$ cat src/verilog/videoMixPkg.sv
// All widths and limits are fixed here. Nothing is configurable per instance and one pixel passes per PCK cycle
`default_nettype none

package videoMixPkg;

	// Line buffer geometry
	localparam int LbDepth = 256;
	localparam int LbAddrWidth = 8;

	// Pixel field widths
	localparam int ColorWidth = 4;
	localparam int SprPalWidth = 8;
	localparam int FixPalWidth = 4;
	localparam int PalAddrWidth = 12;

	// Shown where no layer is opaque
	localparam logic [PalAddrWidth-1:0] BackdropAddr = '1;

	// Watchdog timing in PCK cycles
	localparam int WatchdogLimit = 200;
	localparam int ResetPulseLen = 8;
	// One counter serves both the idle count and the pulse length
	localparam int WdCountWidth = $clog2(WatchdogLimit + 1);

	// Line buffer word, palette in the upper bits
	typedef struct packed {
		logic [SprPalWidth-1:0] pal;
		logic [ColorWidth-1:0] color;
	} lbEntryT;

	// Which buffer takes render writes
	typedef enum logic {
		BufA,
		BufB
	} bufSelT;

	// Source picked for one output pixel, highest priority first
	typedef enum logic [2:0] {
		SrcCpu,
		SrcBlank,
		SrcFix,
		SrcSprite,
		SrcBackdrop
	} pixSrcT;

	typedef enum logic {
		WdRun,
		WdReset
	} wdStateT;

endpackage

`default_nettype wire

$ cat src/verilog/cpuWatchdog.sv
// Kicks during the reset pulse are ignored. Counting restarts from zero once the pulse ends
`timescale 1ns/1ps
`default_nettype none

module cpuWatchdog
	import videoMixPkg::*;
(
	input logic PCK,
	input logic reset,
	input logic cpuWdKick,
	output logic cpuReset
);

	wdStateT wdState;
	// Idle cycles in WdRun, pulse cycles in WdReset
	logic [WdCountWidth-1:0] wdCount;

	logic expired;
	logic pulseDone;

	assign expired = (wdCount == WdCountWidth'(WatchdogLimit));
	assign pulseDone = (wdCount == WdCountWidth'(ResetPulseLen - 1));

	always_ff @(posedge PCK)
	begin
		if (reset)
		begin
			wdState <= WdRun;
			wdCount <= '0;
		end
		else
		begin
			case (wdState)
				WdRun:
				begin
					// Kick wins over expiry
					if (cpuWdKick)
						wdCount <= '0;
					else if (expired)
					begin
						wdState <= WdReset;
						wdCount <= '0;
					end
					else
						wdCount <= wdCount + 1'b1;
				end
				WdReset:
				begin
					if (pulseDone)
					begin
						wdState <= WdRun;
						wdCount <= '0;
					end
					else
						wdCount <= wdCount + 1'b1;
				end
				default:
				begin
					wdState <= WdRun;
					wdCount <= '0;
				end
			endcase
		end
	end

	// Pulse follows the state register directly
	assign cpuReset = (wdState == WdReset);

	assert property (@(posedge PCK) disable iff (reset)
		$rose(cpuReset) |-> ##ResetPulseLen !cpuReset);

endmodule

`default_nettype wire

$ cat config.mk
export PLATFORM = sky130hd
export DESIGN_NAME = cpuWatchdog
export DESIGN_NICKNAME = d
export VERILOG_FILES = /design/src/verilog/videoMixPkg.sv /design/src/verilog/cpuWatchdog.sv
export SDC_FILE = /design/constraint.sdc
export NUM_CORES = 1
export LEC_CHECK = 0
export ABC_AREA = 1
export BUFFER_PORTS_ARGS = -buffer_cell sky130_fd_sc_hd__buf_2
export CORE_AREA = 2 2 39 41
export DETAILED_ROUTE_END_ITERATION = 6
export DIE_AREA = 0 0 41 43
export PLACE_DENSITY = 0.61
export SYNTH_ARGS = -nofsm -noshare
export SYNTH_HDL_FRONTEND = slang
export SYNTH_SLANG_ARGS = --single-unit
$ cat constraint.sdc
create_clock -name PCK -period 1.3 [get_ports PCK]
set_input_delay 0 -clock PCK [delete_from_list [all_inputs] [get_ports PCK]]
set_output_delay 0 -clock PCK [all_outputs]
set_load 0.005 [all_outputs]
* Yosys cells after proc, flatten, opt, wreduce, memory -nomap -nowiden
Index checks and enable logic that the tools add are counted.
** Word-level totals
- Bits in registers :: 9
- Input port bits :: 3
- Output and inout port bits :: 1
- Logic and storage cells :: 14
** Cells by class
- Add/subtract/negate cells :: 1
- Eq/ne operators :: 2
- Mux-type cells :: 8
- Bitwise operators :: 1
** Operators with widths (number)
- 8-bit two-way mux :: 3
- 8-bit case mux with 2 select lines :: 1
- 8-bit by 1-bit adder with 8-bit output (second input constant) :: 1
- 8-bit by 3-bit == test with 1-bit output (second input constant) :: 1
- 8-bit == test (second input constant) :: 1
- 1-bit two-way mux :: 3
- 1-bit case mux with 2 select lines :: 1
- 1-bit NOT :: 1

* Logic depth before layout (Yosys ltp)
Gate-level depths: netlist of the first run.
- Depth in word-level cells :: 4
- Gate-level depth with buffers :: 9

* Worst setup path before layout of the first run
OpenSTA, ideal clock, no wires.
- Path kind :: reg-to-reg
- Start point :: register wdCount[0]
- End point :: register wdCount[4]
- Library setup time :: 119 ps
- Arrival time :: 1053 ps
- Required time :: 1181 ps
- Setup slack :: 128 ps
- Cell stages (with the launch flop) :: 9
- Buffers on the path :: 0
- Period minus slack after synthesis :: 1172 ps
- Cells stage by stage :: dfxtp_1 -> ha_1 -> nand2_2 -> inv_2 -> nand2_2 -> nor2_2 -> nor2_4 -> nand2_8 -> nor2_2
** Between the ends
- Cells in the longest elaborated chain, start to end :: 4
** Ends and longest elaborated chain
- start: declaration :: RTL line cpuWatchdog.sv:16 : logic [WdCountWidth-1:0] wdCount;
- start signal: assignment :: RTL line cpuWatchdog.sv:45 : wdCount <= wdCount + 1'b1;
- start signal: assignment :: RTL line cpuWatchdog.sv:55 : wdCount <= wdCount + 1'b1;
- 8-bit by 1-bit adder with 8-bit output or 8-bit == test (tied branches) :: RTL line cpuWatchdog.sv:45, cpuWatchdog.sv:55, cpuWatchdog.sv:21
- 8-bit two-way mux :: RTL line cpuWatchdog.sv:39 : else if (expired)
- 8-bit two-way mux :: RTL line cpuWatchdog.sv:37 : if (cpuWdKick)
- 8-bit case mux with 2 select lines * :: RTL line cpuWatchdog.sv:33 : case (wdState)
Mark *: on every way between the ends. The rest lies on a longest branch, timed or not.
A chain may end at the register's enable or synchronous reset.

* Final worst setup path of the first run
- Start point :: register wdCount[1]
- End point :: register wdCount[4]
The elaborated chain is that of the path after synthesis.

==> flow_summary.toml, run 1 <==
[outcome]
outcome = "finished clean"

[floorplanning]
start_util_pct = 37.25
ios = 4
die_h_um = 43
die_w_um = 41
die_area_um2 = 1763
core_um2 = 1384
core.rowCount = 14

[logic_synthesis]
synth_area_um2 = 515.5
synth_area_leaders = "dfxtp_1 (35%), nor2_2 (12%), inv_1 (7.3%), nand2_1 (7.3%), nand2_2 (6.1%)"
synthArstFlopShare_pct = 0
synth_compound_area_share_pct = 4.369
yosys.area.top_type = "dfxtp_1"
synth_ff_type = "dfxtp_1"
synth_mux_area_share_pct = 0
synth_fa_ha_area_share_pct = 4.854
yosysTopAreaCellShare_pct = 34.95
synthSimpleGateAreaFrac_pct = 41.99
synth_edf_count = 0
ys_ff_latch = 9
synth-xor-area-share_pct = 5.097
syn-mean-instance-area_um2 = 7.694
netlist_instances = 67
synth_top_family_by_area = "simple AND/OR/NAND/NOR gates"
synth_nets = 72
ys_seq_area_share_pct = 34.95
yosysWarnings = 0
ys_types = 17
ys_top_cells_by_count = "inv_1 (10), nand2_1 (10), nor2_2 (10), dfxtp_1 (9), nor2_1 (6)"

[worst_setup_path]
cp_max_fo = 7
cp_top_family = "simple AND/OR/NAND/NOR gates"
cp_data_required_time_ns = 1.45
cp-start-kind = "flop"
worstPathArrival_ns = 1.33
worst-path-buf-inv = 1
cp_slowest_cell = "dfxtp_2"
crit_chain = "ha_2, nand2_2, inv_2, nand2_2, nor2_2, nor2_4, nand2_8, nor2_2"
cpPeakStageDelay_ns = 0.34
endpoint_kind = "flop"
r2r_cells = 8
critical_path_depth = 8
worstSetupPathType = "reg -> reg"

[timing]
fin_crit_sh_pct = 90.24
clock.fmax_mhz = 852.4
hold_ws_ns = 0.02568
skew_ns = 0.009551
max_slew_margin_pct = 84.11
finalHoldViolations = 0
rsz0062_at_grt = "false"
period_minus_slack_ns = 1.173
finalSetupViolCount = 0
tightestPinTransition_ns = 0.2358
finalSetupTns_ns = 0
slew_viol_final = 0

[run]
cap_violations = 0

[place]
port_buffers = 3
gp_congestion = 0.7604
dp_hpwl_um = 628
place_area_um2 = 558.0

[clock_network]
postCtsSetupBuffers = 0
clock_path_buffers = 2
numCtsBuffers = 3
htree_num_levels = 1
worstSkewPairLatency_ns = 0.27
cts.sinks = 9
clkTransAtPathRegs_ns = 0.06
cts_tree = "yes"
cts-root-buf = "clkbuf_4"

[drt]
post-route-drc-count = 0
ant_nets = 0
drt-total-wl_um = 794
wl_per_cell_um = 8.725
dr_total_vias = 394
via_per_inst = 4.330
firstDrtPassIters = 2
drt_iter0_drc = 4

[global_route]
grt_max_degree = 8
grt_pass1_vias = 359
grtUsageTotal_pct = 13.31
grt_pass1_wl_mm = 1.428
grt-ovfl-total = 0
antenna_found_initial = 0

[worst_hold_path]
hold-path-cell-count = 3
hp-class = "in -> reg"

[final_layout]
nNetsFinal = 81
n_antenna_cell = 0
drive_gt1_share_pct = 41.33
area_growth_pct = 14.32
fin_area_um2 = 589.3

[power]
power_density_nw_per_um2 = 919.3
irDropWorstVdd_mv = 0.4579
p_leak_uw = 0.0002334
[power by group]
| group | internal [µW] | switching, µW | total [µW] |
|---|---|---|---|
| registers | 280 | 2.69 | 282 |
| logic | 15.7 | 22.8 | 38.5 |
| clock network | 119 | 103 | 221 |
| total | 414 | 128 | 542 |
[what timing repair did]
item,CTS,global route
gates resized for setup,0,3
endpoints found under the setup margin,0,7
hold buffers,0,0
[tightest hold or removal path: cells and delay by family]
kind                   cells  cell delay [ns]
AND/OR/NAND/NOR            1             0.06
AO/OA/AOI/OAI              1             0.09
buffers and inverters      1             0.11
[final timing paths]
check | start | to | slack [ns]
hold reg to reg | cpuReset | cpuReset | 0.52
setup / recovery | wdCount[1] | wdCount[4] | 0.13
setup reg to reg | wdCount[1] | wdCount[4] | 0.13
hold / removal | reset | cpuReset | 0.03
[area by class of cell]
| class | instances | area [µm²] |
|---|---|---|
| Sequential cell | 9 | 182.7 |
| Inverter | 12 | 45.04 |
| Tap cell | 16 | 20.02 |
| Clock buffer | 4 | 26.28 |
| Multi-Input combinational cell | 46 | 292.8 |
| Fill cell | 156 | 794.5 |
| Timing Repair Buffer | 4 | 22.52 |
[state kept, by name, summed over array words and instances (netlist names)]
signal,cells
wdCount,8
cpuReset,1
[routing by layer]
| layer | share of wire (%) | vias up | track usage [%] |
|---|---|---|---|
| met1 | 44 | 167 | 14.01 |
| li1 | - | 216 | - |
| met5 | 0 | - | 0 |
| met2 | 44 | 7 | 17.50 |
| met4 | 3.9 | 0 | 10.00 |
| met3 | 7.7 | 4 | 9.424 |
[metrics by stage]
stage	setup WS [ns]	std cells	util [%]	total power, µW
floorplan	0.1282	67	-	315.2
global placement	0.1107	87	40.33	326.7
detailed placement	0.07352	87	40.33	326.6
CTS	0.06493	91	42.22	555.5
global route	0.01409	91	42.59	575.4
finish	0.1268	91	42.59	541.7
[cell families after synthesis]
| kind of cell | count (synthesis) |
|---|---|
| simple gates | 37 |
| buf+inv | 12 |
| flops | 9 |
| compound gates | 4 |
| xor+xnor | 3 |
| fa+ha+maj | 2 |
[cell usage in the layout (no fill, tap or decap), drive strengths merged]
cell type,count
xor2,3
nand3,3
a21oi,1
o21a,1
nor2,17
ha,2
clkbuf,4
nand2,17
inv,12
buf,4
dfxtp,9
o21ai,2
(Power assumes the default switching activity.)
==> run 2, diff against run 1 <==
--- a/config.mk
+++ b/config.mk
@@ -7,9 +7,9 @@
 export LEC_CHECK = 0
 export ABC_AREA = 1
 export BUFFER_PORTS_ARGS = -buffer_cell sky130_fd_sc_hd__buf_2
-export CORE_AREA = 2 2 39 41
+export CORE_AREA = 10 10 47 49
 export DETAILED_ROUTE_END_ITERATION = 6
-export DIE_AREA = 0 0 41 43
+export DIE_AREA = 0 0 57 59
 export PLACE_DENSITY = 0.61
 export SYNTH_ARGS = -nofsm -noshare
 export SYNTH_HDL_FRONTEND = slang
==> flow_summary.toml, run 2 (same netlist as run 1, synthesis figures left out) <==
[outcome]
outcome = "finished clean"

[global_route]
grt_max_degree = 8
grt_pass1_vias = 371
grt_pass1_wl_mm = 1.518
grtUsageTotal_pct = 6.150
grt-ovfl-total = 0
antenna_found_initial = 0

[floorplanning]
core.rowCount = 14
core_um2 = 1401
die_area_um2 = 3363
die_h_um = 59
die_w_um = 57
start_util_pct = 36.79
ios = 4

[timing]
finalSetupViolCount = 0
fin_crit_sh_pct = 93.31
skew_ns = 0.002701
period_minus_slack_ns = 1.213
clock.fmax_mhz = 824.4
slew_viol_final = 0
max_slew_margin_pct = 85.53
tightestPinTransition_ns = 0.2148
finalHoldViolations = 0

[drt]
post-route-drc-count = 0
via_per_inst = 4.319
drt_iter0_drc = 4
dr_total_vias = 393
wl_per_cell_um = 9.132
ant_nets = 0
drt-total-wl_um = 831
firstDrtPassIters = 2

[worst_setup_path]
worstPathArrival_ns = 1.37
endpoint_kind = "flop"
cp-start-kind = "flop"
cp_max_fo = 7
worstSetupPathType = "reg -> reg"
cp_data_required_time_ns = 1.45

[clock_network]
cts.sinks = 9
worstSkewPairLatency_ns = 0.26
holdBufCountCts = 0
cts_tree = "yes"
numCtsBuffers = 3
htree_num_levels = 1
cts-root-buf = "clkbuf_4"
clock_path_buffers = 2
clkTransAtPathRegs_ns = 0.06

[power]
irDropWorstVdd_mv = 0.6075
power_density_nw_per_um2 = 920.2
p_leak_uw = 0.0002330

[final_layout]
multi_input_area_um2 = 292.8
fin_util_pct = 41.96
largest_reg_flops = 8
nNetsFinal = 81
drive_gt1_share_pct = 40.00
fill_cells = 149
area_growth_pct = 14.08
regMostFlops = "wdCount"
n_antenna_cell = 0
seq_area_um2 = 181.4
layout_common_cells = "inv_1 (10), nand2_1 (10), nor2_2 (10)"
instances_no_fill = 91

[place]
gp_congestion = 0.8118
port_buffers = 3
dp_hpwl_um = 655.8
dp.cells = 87

[worst_hold_path]
hp-class = "in -> reg"

[run]
cap_violations = 0
==> run 2: routing by layer <==
layer | up-vias | GRT usage (%) | part of all wire, %
met1 | 166 | 6.093 | 44
met3 | 5 | 2.575 | 3.4
li1 | 218 | - | -
met2 | 4 | 8.992 | 47
met4 | 0 | 7.047 | 5.4
met5 | - | 0 | 0
==> run 2: what timing repair did <==
action | 4_1_cts | 5_1_grt
buffers inserted | 0 | 0
setup endpoints to repair | 0 | 2
gates resized for setup | 0 | 2
==> run 2: area by class of cell <==
class                           count  area share, %
Inverter                           12          7.660
Timing Repair Buffer                4          3.830
Clock buffer                        4          4.468
Multi-Input combinational cell     46          49.79
Tap cell                           16          3.404
Sequential cell                     9          30.85
==> run 2: worst paths after layout <==
path / depth (start not counted) / slack (ns) / from / to
worst min register to register: 1 / 0.52 / cpuReset / cpuReset
worst max register to register: 8 / 0.09 / wdCount[1] / wdCount[4]
worst min-delay path: 3 / 0.04 / reset / cpuReset
worst max-delay path: 8 / 0.09 / wdCount[1] / wdCount[4]
==> run 2: power by group <==
group | switching [µW] | internal, µW
clock | 102 | 119
combinational | 22.9 | 15.7
sequential | 2.71 | 279
total | 128 | 414
==> run 2: worst max-delay path: stages, from the launching register on <==
cell     delay, ns
dfxtp_1       0.37
ha_2          0.20
nand2_2       0.07
inv_2         0.08
nand2_2       0.05
nor2_2        0.14
nor2_4        0.07
nand2_8       0.10
nor2_2        0.04
==> run 2: stage by stage <==
stage	hold slack (ns)	power [µW]	area [µm²]	setup WS [ns]	setup TNS, ns
after floorplan	0.1652	315.2	515.5	0.1282	0
after global placement	0.3223	326.4	558.0	0.1255	0
after detailed placement	0.3259	327.1	558.0	0.09726	0
after CTS	0.04660	547.1	584.3	0.09097	0
after global routing	0.05831	573.1	588.1	-0.004762	-0.007611
final	0.03989	541.1	588.1	0.08703	0
