--- config.mk ---
export PLATFORM = sky130hd
export DESIGN_NAME = pixelMixer
export DESIGN_NICKNAME = d
export VERILOG_FILES = /design/src/verilog/videoMixPkg.sv /design/src/verilog/pixelMixer.sv
export SDC_FILE = /design/constraint.sdc
export NUM_CORES = 1
export LEC_CHECK = 0
export BUFFER_PORTS_ARGS = -buffer_cell sky130_fd_sc_hd__buf_4
export CAP_MARGIN = 20
export CORE_UTILIZATION = 24
export CTS_BUF_LIST = sky130_fd_sc_hd__clkbuf_8
export DETAILED_ROUTE_END_ITERATION = 10
export PLACE_DENSITY = 0.57
export SLEW_MARGIN = 30
export SYNTH_ARGS = -nofsm -noshare
export SYNTH_HDL_FRONTEND = slang
export SYNTH_SLANG_ARGS = --single-unit
export TNS_END_PERCENT = 10
--- constraint.sdc ---
create_clock -name PCK -period 1.5 [get_ports PCK]
set_input_delay 0.3 -clock PCK [delete_from_list [all_inputs] [get_ports PCK]]
set_output_delay 0.3 -clock PCK [all_outputs]
set_load 0.03 [all_outputs]
--- src/verilog/videoMixPkg.sv ---
// All widths and limits are fixed here. Nothing is configurable per instance and one pixel passes per PCK cycle
`default_nettype none

package videoMixPkg;

	// Line buffer geometry
	localparam int LbDepth = 256;
	localparam int LbAddrWidth = 8;

	// Pixel field widths
	localparam int ColorWidth = 4;
	localparam int SprPalWidth = 8;
	localparam int FixPalWidth = 4;
	localparam int PalAddrWidth = 12;

	// Shown where no layer is opaque
	localparam logic [PalAddrWidth-1:0] BackdropAddr = '1;

	// Watchdog timing in PCK cycles
	localparam int WatchdogLimit = 200;
	localparam int ResetPulseLen = 8;
	// One counter serves both the idle count and the pulse length
	localparam int WdCountWidth = $clog2(WatchdogLimit + 1);

	// Line buffer word, palette in the upper bits
	typedef struct packed {
		logic [SprPalWidth-1:0] pal;
		logic [ColorWidth-1:0] color;
	} lbEntryT;

	// Which buffer takes render writes
	typedef enum logic {
		BufA,
		BufB
	} bufSelT;

	// Source picked for one output pixel, highest priority first
	typedef enum logic [2:0] {
		SrcCpu,
		SrcBlank,
		SrcFix,
		SrcSprite,
		SrcBackdrop
	} pixSrcT;

	typedef enum logic {
		WdRun,
		WdReset
	} wdStateT;

endpackage

`default_nettype wire

--- src/verilog/pixelMixer.sv ---
// Layer inputs are taken one cycle ahead of the sprite pixel. Output address lags the sprite pixel by one cycle
`timescale 1ns/1ps
`default_nettype none

module pixelMixer
	import videoMixPkg::*;
(
	input logic PCK,
	input logic reset,
	input lbEntryT spritePixel,
	input logic spriteValid,
	input logic [ColorWidth-1:0] fixColor,
	input logic [FixPalWidth-1:0] fixPal,
	input logic blank,
	input logic cpuPalSel,
	input logic [PalAddrWidth-1:0] cpuAddr,
	output logic [PalAddrWidth-1:0] paletteAddr
);

	// Padding of the fix palette up to a full palette address
	localparam int FixPadWidth = PalAddrWidth - FixPalWidth - ColorWidth;

	// Inputs aligned with the line buffer read
	logic [ColorWidth-1:0] fixColorD;
	logic [FixPalWidth-1:0] fixPalD;
	logic [PalAddrWidth-1:0] cpuAddrD;
	logic blankD;
	logic cpuPalSelD;

	pixSrcT pixSrc;

	// Control bits of the delay stage
	always_ff @(posedge PCK)
	begin
		if (reset)
		begin
			blankD <= 1'b0;
			cpuPalSelD <= 1'b0;
		end
		else
		begin
			blankD <= blank;
			cpuPalSelD <= cpuPalSel;
		end
	end

	// Pixel data of the delay stage
	always_ff @(posedge PCK)
	begin
		fixColorD <= fixColor;
		fixPalD <= fixPal;
		cpuAddrD <= cpuAddr;
	end

	// Priority pick
	always_comb
	begin
		if (cpuPalSelD)
			pixSrc = SrcCpu;
		else if (blankD)
			pixSrc = SrcBlank;
		// Fix colour 0 is see-through
		else if (fixColorD != '0)
			pixSrc = SrcFix;
		else if (spriteValid && (spritePixel.color != '0))
			pixSrc = SrcSprite;
		else
			pixSrc = SrcBackdrop;
	end

	// Registered palette address
	always_ff @(posedge PCK)
	begin
		if (reset)
			paletteAddr <= '0;
		else
		begin
			case (pixSrc)
				SrcCpu:
					paletteAddr <= cpuAddrD;
				SrcBlank:
					paletteAddr <= '0;
				SrcFix:
					paletteAddr <= {{FixPadWidth{1'b0}}, fixPalD, fixColorD};
				SrcSprite:
					paletteAddr <= {spritePixel.pal, spritePixel.color};
				default:
					paletteAddr <= BackdropAddr;
			endcase
		end
	end

endmodule

`default_nettype wire

After elaboration in Yosys (flattened, before gate mapping)
Index checks and enable logic that the tools add are counted.
W data, S select, Z words.

cells by class
  eq/ne operators = 3
  multiplexer cells = 5
  reduce and logical (&&, ||, !) cells = 4

operators with widths
  kind                  count
  $pmux W12 S4          1
  $mux W3               4
  $reduce_bool A4 Y1    2
  $eq A3 B2 Y1 const B  2
  $eq A3 B1 Y1 const B  1
  $logic_not A3 Y1      1
  $logic_and A1 B1 Y1   1

word-level totals
  flip-flop bits (word level) = 34
  input port bits = 37
  output and inout bits = 12

Longest topological paths before layout
Gate-level depths: netlist of run 1.

  depth after elaboration = 8
  gate-level depth with buffers = 4
  mapped depth without buffers = 3

Worst setup path after synthesis of run 1
Ideal clock, no wire load.

  kind = register to register
  start = register fixColorD[1]
  end = register paletteAddr[4]
  setup time = 120 ps
  data arrival time = 1110 ps
  required time = 1380 ps
  path slack = 271 ps
  cell stages (with the launch flop) = 4
  path buffers = 0
  clock period less this slack = 1229 ps
  path through = dfxtp_1 -> or4_4 -> nor3_1 -> o21ai_1

on the way
  word-level cells in the longest chain between the ends = 6
  elaborated cells between the ends (all ways) = 9
  those cells by class = eq/ne: 3; mux: 4; reduce/logical: 2

ends and longest elaborated chain
  what                                  RTL line          RTL
  start: declaration                    pixelMixer.sv:24  logic [ColorWidth-1:0] fixColorD;
  start signal: assignment              pixelMixer.sv:50  fixColorD <= fixColor;
  $reduce_bool A4 Y1 *                  pixelMixer.sv:63  else if (fixColorD != '0)
  $mux W3 *                             pixelMixer.sv:63
  $mux W3 *                             pixelMixer.sv:60  else if (blankD)
  $mux W3 *                             pixelMixer.sv:58  if (cpuPalSelD)
  $eq A3 B2 Y1 (tied with other cells)  pixelMixer.sv:78  case (pixSrc)
  $pmux W12 S4 *                        pixelMixer.sv:78
  end signal: assignment                pixelMixer.sv:80  paletteAddr <= cpuAddrD;
  end signal: assignment                pixelMixer.sv:84  paletteAddr <= {{FixPadWidth{1'b0}}, fixPalD, fixColorD};
  end signal: assignment                pixelMixer.sv:86  paletteAddr <= {spritePixel.pal, spritePixel.color};
  end: declaration                      pixelMixer.sv:17  output logic [PalAddrWidth-1:0] paletteAddr

Every way passes the cells marked *; elsewhere a longest branch is shown, timed or not.
A chain may end at the register's enable or synchronous reset.

Worst setup path in the final report of run 1
  start = register fixColorD[1]
  end = register paletteAddr[7]

Same word-level chain as after synthesis.

==> results of run 1 <==
## worst max-delay path: stages, from the launching register on
cell	delay, ps
dfxtp_1	340
or4_4	560
nor3_1	220
o21ai_1	90
## layer usage
| metal | up-vias | part of all wire, % | track usage, % |
|---|---|---|---|
| li1 | 423 | - | - |
| met1 | 378 | 38 | 11.1 |
| met2 | 28 | 52 | 16.5 |
| met3 | 7 | 6.1 | 3.55 |
| met4 | 0 | 3.3 | 8.78 |
| met5 | - | 0 | 0 |
## layout make-up
class | count | share of cell area (%)
clock buffer | 5 | 4.53
timing repair buffer | 50 | 24.7
sequential | 34 | 44.8
multi-input combinational | 53 | 21.2
clock inverter | 2 | 0.659
tap | 50 | 4.12
## cell families (layout without fill, tap and decap cells)
kind of cell	Yosys count	count (layout)	synth area share (%)
flip-flops	34	34	66.7
buffers and inverters	3	57	1.84
AND/OR/NAND/NOR	28	28	15.6
AO/OA/AOI/OAI	25	25	15.9
## placed cells by master, fill, tap and decap left out
| master | instances |
|---|---|
| a21oi_1 | 8 |
| buf_4 | 50 |
| clkbuf_8 | 5 |
| clkinv_2 | 2 |
| dfxtp_1 | 34 |
| nand2_1 | 9 |
| nor2_1 | 5 |
| nor2b_1 | 3 |
| nor3_1 | 5 |
| nor3b_1 | 4 |
| nor4_4 | 1 |
| o211ai_1 | 4 |
| o21ai_0 | 4 |
| o21ai_1 | 4 |
| o22ai_1 | 4 |
| o41ai_4 | 1 |
| or4_4 | 1 |
## power by group
group,internal (mW),leakage (nW),switching [mW],total (mW)
Clock,0.310,0.0438,0.289,0.599
Combinational,0.112,0.324,0.105,0.217
Sequential,0.955,0.284,0.0214,0.976
Total,1.38,0.652,0.415,1.79
## registers in the layout, indices dropped and copies added (netlist names)
signal	count
blankD	1
fixPalD	4
cpuPalSelD	1
fixColorD	4
paletteAddr	12
cpuAddrD	12
## path summary, 6_finish.rpt
check / from / slack (ps) / endpoint / depth (start not counted)
max: fixColorD[1]$_DFF_P_ / 180 / paletteAddr[7]$_SDFF_PP0_ / 3
min: fixPal[3] / 120 / fixPalD[3]$_DFF_P_ / 1
max reg2reg: fixColorD[1]$_DFF_P_ / 180 / paletteAddr[7]$_SDFF_PP0_ / 3
min reg2reg: cpuAddrD[7]$_DFF_P_ / 440 / paletteAddr[7]$_SDFF_PP0_ / 2
## through the flow
| step | power (mW) | instance area (sq um) | worst slack (ps) | hold slack [ps] | util, % |
|---|---|---|---|---|---|
| final | 1.79 | 1520 | 177 | 117 | 37.7 |
| after global routing | 1.87 | 1520 | 89.4 | 99.8 | 37.7 |
| after CTS | 1.81 | 1520 | 177 | 108 | 37.7 |
| after detailed placement | 1.21 | 1440 | 118 | 406 | 35.7 |
| after global placement | 1.21 | 1440 | 192 | 406 | 35.7 |
| after floorplan | 1.09 | 1020 | 271 | 328 | - |
==> results by group, run 1 <==
Status
  • Outcome: finished clean

Detailed routing
  • Drt pass-1 iters: 4
  • Initial DRC count: 27
  • Routed vias/inst: 4.31
  • Routed Antenna Nets: 0
  • Via count: 836
  • Final WL: 2.27 mm
  • Post-route DRC violation count: 0
  • WL per Instance: 11.7 um

Timing
  • Worst Skew: 3.64 ps
  • RSZ-0062 raised after global routing: false
  • Setup TNS Final: 0 ps
  • Final setup violation count: 0
  • Worst slew pin tran: 479 ps
  • Fmax: 0.756 GHz
  • Slew margin rel.: 67.8%
  • Final period util: 88.2%
  • Final Hold Fails: 0
  • Final Slew Violations: 0
  • Post-layout min period: 1320 ps

Yosys
  • Syn Area/Cell: 11.3 sq um
  • Seq/Total Area, Yosys: 66.7%
  • Cells after Synth: 90
  • YS warnings: 0
  • Synth top area cells: dfxtp_1, a21oi_1, nand2_1, nor3b_1, o211ai_1
  • Syn Nets: 127
  • Ys flop type: dfxtp_1
  • Top cell type's share of synthesized area: 66.7%
  • Register bit total from synthesis: 34
  • Area leader, netlist: dfxtp_1
  • Post-synth ARST share: 0%
  • Post-synth EDFFs: 0
  • Top cells by count, synth: dfxtp_1, nand2_1, a21oi_1
  • Netlist Area Pre-Place: 1020 sq um
  • Library cells used by synthesis: 16
  • Most common cell in the netlist: dfxtp_1

Layout
  • Area of the multi-input gates: 322 sq um
  • Final std cells w/o fill: 194
  • Final #Nets: 181
  • Register area: 681 sq um
  • Area Overhead vs Synth: 48.8%
  • Fill cells: 419
  • # diodes: 0
  • Layout cells sized above 1: 41.7%

Pwr
  • Lkg Pwr: 0.652 nW
  • Worst ir drop on vdd: 0.323 mV
  • Pwr Density: 1180 nW/um^2

Clock network
  • CTS Buf Count: 5
  • PostCTS Resize Cnt: 0
  • Sink Count: 34
  • Post-CTS Setup Bufs: 0
  • Clock latency on the worst-skew pair: 280 ps
  • Clk root buf: clkbuf_8
  • H-tree depth: 2
  • CTS tree: yes
  • Clock transition at path regs: 60 ps
  • Hold Buf Count CTS: 0
  • Max Root-Sink Buffers: 2

Setup path
  • Startpoint Class: flop
  • Data required time of the worst path: 1670 ps
  • Worst Setup End Kind: flop
  • Critical setup path kind: reg -> reg
  • CP Data Arrival Time: 1490 ps
  • Crit-path max FO: 4

Die
  • Starting Density: 25.3%
  • Core Region: 4030 sq um
  • DIE AREA: 4520 sq um
  • I/O pin total: 49
  • Die extent in x: 67.2 um
  • Rows: 23
  • Die span in y: 67.2 um

GRT
  • GRT Residual Overflow: 0
  • First-pass GRT wire length: 3.26 mm
  • Total GRT Usage: 10.4%
  • Initial antenna violation count: 0
  • Vias in the first global route: 802
  • Largest net degree at the start of global routing: 15

Place
  • GPL Wtd Cong: 0.780
  • DP Cell Count: 187
  • Dpl hpwl: 1.82 mm
  • Count of input and output buffers: 48

Min path
  • Worst min path class: in -> reg

Run
  • Max Cap Viol: 0
Power figures use the tool's default switching activity.
==> run 2, diff against run 1 <==
--- a/config.mk
+++ b/config.mk
@@ -7,10 +7,13 @@
 export LEC_CHECK = 0
 export BUFFER_PORTS_ARGS = -buffer_cell sky130_fd_sc_hd__buf_4
 export CAP_MARGIN = 20
+export CELL_PAD_IN_SITES_DETAIL_PLACEMENT = 1
+export CELL_PAD_IN_SITES_GLOBAL_PLACEMENT = 2
 export CORE_UTILIZATION = 24
 export CTS_BUF_LIST = sky130_fd_sc_hd__clkbuf_8
 export DETAILED_ROUTE_END_ITERATION = 10
-export PLACE_DENSITY = 0.57
+export GPL_TIMING_DRIVEN = 0
+export PLACE_DENSITY = 0.81
 export SLEW_MARGIN = 30
 export SYNTH_ARGS = -nofsm -noshare
 export SYNTH_HDL_FRONTEND = slang
==> results by group, run 2 (same netlist as run 1, synthesis figures left out) <==
GRT
  • Total GRT Usage: 12.2% (+1.8 points)
  • Largest net degree at the start of global routing: 11 (-4)
  • GRT Residual Overflow: 0 (unchanged)
  • First-pass GRT wire length: 3.96 mm (+21%)
  • Vias in the first global route: 903 (+13%)
  • Initial antenna violation count: 0 (unchanged)

Setup path
  • Worst Path Buf+Inv: 0 (unchanged)
  • CP max-delay cell: or4_4
  • Worst Setup End Kind: flop
  • Crit-path cells: or4_4 -> nor3_1 -> o21ai_1
  • CP Data Arrival Time: 1500 ps (about the same)
  • Critical Path Max Stage Delay: 580 ps (+20 ps)
  • Startpoint Class: flop
  • Crit path depth: 3 (unchanged)
  • R2R cell count: 3 (unchanged)
  • Crit-path max FO: 4 (unchanged)
  • Critical setup path kind: reg -> reg
  • Data required time of the worst path: 1660 ps (about the same)
  • Kind of cell adding the most delay to the critical path: simple AND/OR/NAND/NOR gates

Timing
  • Slew margin rel.: 65.8% (-2.0 points)
  • RSZ-0062 raised after global routing: false
  • Final Slew Violations: 0 (unchanged)
  • Final period util: 88.9% (+0.65 points)
  • Worst slew pin tran: 509 ps (+29.7 ps)
  • Final Hold Fails: 0 (unchanged)
  • Fmax: 0.750 GHz (-0.73%)
  • Final setup violation count: 0 (unchanged)
  • Worst Skew: 4.58 ps (+0.941 ps)
  • Post-layout min period: 1330 ps (+9.71 ps)
  • Setup TNS Final: 0 ps (unchanged)

Detailed routing
  • Routed Antenna Nets: 0 (unchanged)
  • Drt pass-1 iters: 3 (-1)
  • Initial DRC count: 25 (-7.4%)
  • Routed vias/inst: 4.36 (+1.1%)
  • Final WL: 2.58 mm (+14%)
  • Post-route DRC violation count: 0 (unchanged)
  • WL per Instance: 13.2 um (+13%)
  • Via count: 854 (+2.2%)

Min path
  • Worst min path class: in -> reg
  • Hold Path Depth: 1 (unchanged)

Layout
  • Final std cells w/o fill: 196 (+1.0%)
  • # diodes: 0 (unchanged)
  • Core Util, Final: 38.1% (+0.40 points)
  • Layout cells sized above 1: 40.4% (-1.3 points)
  • Commonest non-fill, non-tap cell in the layout: buf_4
  • Area Overhead vs Synth: 50.4%
  • Fill cells: 467 (+11%)
  • Commonest cells after routing, fill and taps aside: buf_4, dfxtp_1, nand2_1
  • Largest regs: cpuAddrD (12), paletteAddr (12)
  • Final #Nets: 182 (+0.55%)

Place
  • GPL Wtd Cong: 0.732 (-6.2%)
  • Dpl hpwl: 2.00 mm (+9.8%)
  • Count of input and output buffers: 48 (unchanged)
  • DP Cell Count: 188 (+0.53%)

Die
  • Starting Density: 25.3% (unchanged)
  • Core Region: 4030 sq um (unchanged)
  • Rows: 23 (unchanged)
  • DIE AREA: 4520 sq um (unchanged)
  • Die span in y: 67.2 um (unchanged)
  • I/O pin total: 49 (unchanged)
  • Die extent in x: 67.2 um (unchanged)

Pwr
  • Combinational power share: 11.6% (-0.5 points)
  • Pwr Density: 1220 nW/um^2 (+3.0%)
  • Worst ir drop on vdd: 0.350 mV (+8.3%)
  • Lkg Pwr: 0.659 nW (+1.1%)
  • Sw frac: 23.4% (+0.22 points)
  • Tot Pwr: 1.87 mW (+4.1%)
  • Psw: 436 uW (+5.1%)
  • Int Power: 1.43 mW (+3.8%)
  • Seq pwr share: 52.4% (-2.1 points)
  • Clock power frac: 36.0% (+2.6 points)

Clock network
  • Post-CTS Setup Bufs: 0 (unchanged)
  • Hold Buf Count CTS: 0 (unchanged)
  • Sink Count: 34 (unchanged)
  • Max Root-Sink Buffers: 2 (unchanged)
  • Clock latency on the worst-skew pair: 280 ps (about the same)
  • Clk root buf: clkbuf_8
  • H-tree depth: 2 (unchanged)
  • CTS Buf Count: 5 (unchanged)
  • Clock transition at path regs: 70 ps (about the same)
  • CTS tree: yes
  • PostCTS Resize Cnt: 0 (unchanged)

Status
  • Outcome: finished clean

Run
  • Max Cap Viol: 0 (unchanged)
-- run 2: cell count changes in the layout (fill, tap and decap cells not counted) --
cell      before  now
clkbuf_1       0    2
clkinv_2       2    1
buf_4         50   48
buf_6          0    1
inv_1          0    1
clkbuf_8       5    6
-- run 2: final cells by class --
type,instances,area [sq um],area share [%]
Clock inverter,2,8.76,0.570
Clock buffer,6,82.6,5.38
Buffer,3,18.8,1.22
Multi-Input combinational cell,53,322,20.9
Timing Repair Buffer,48,360,23.5
Tap cell,50,62.6,4.07
Sequential cell,34,681,44.3
-- run 2: final timing paths --
check	start	endpoint	slack, ps
setup reg to reg	fixColorD[1]$_DFF_P_	paletteAddr[7]$_SDFF_PP0_	170
setup / recovery	fixColorD[1]$_DFF_P_	paletteAddr[7]$_SDFF_PP0_	170
hold / removal	cpuAddr[4]	cpuAddrD[4]$_DFF_P_	120
hold reg to reg	cpuAddrD[6]$_DFF_P_	paletteAddr[6]$_SDFF_PP0_	440
-- run 2: power groups by stage --
stage                     Sequential (mW)  Clock (mW)  Combinational [mW]
after floorplan                      1.03           0              0.0559
after global placement              0.996           0               0.216
after detailed placement            0.997           0               0.220
after CTS                           0.978       0.701               0.221
after global routing                0.981       0.740               0.234
final                               0.977       0.671               0.217
-- run 2: through the flow --
| stage | setup WS [ps] | instance area [sq um] | hold slack, ps |
|---|---|---|---|
| after global routing | 33.0 | 1540 | 105 |
| after global placement | 130 | 1440 | 405 |
| final | 167 | 1540 | 120 |
| after CTS | 136 | 1540 | 107 |
| after detailed placement | 93.0 | 1440 | 406 |
| after floorplan | 271 | 1020 | 328 |
-- run 2: metal layers --
layer,part of all wire [%],global-route usage [%]
met1,44,13.2
met2,46,20.8
met3,8.8,4.05
met4,1.5,7.18
met5,0,0
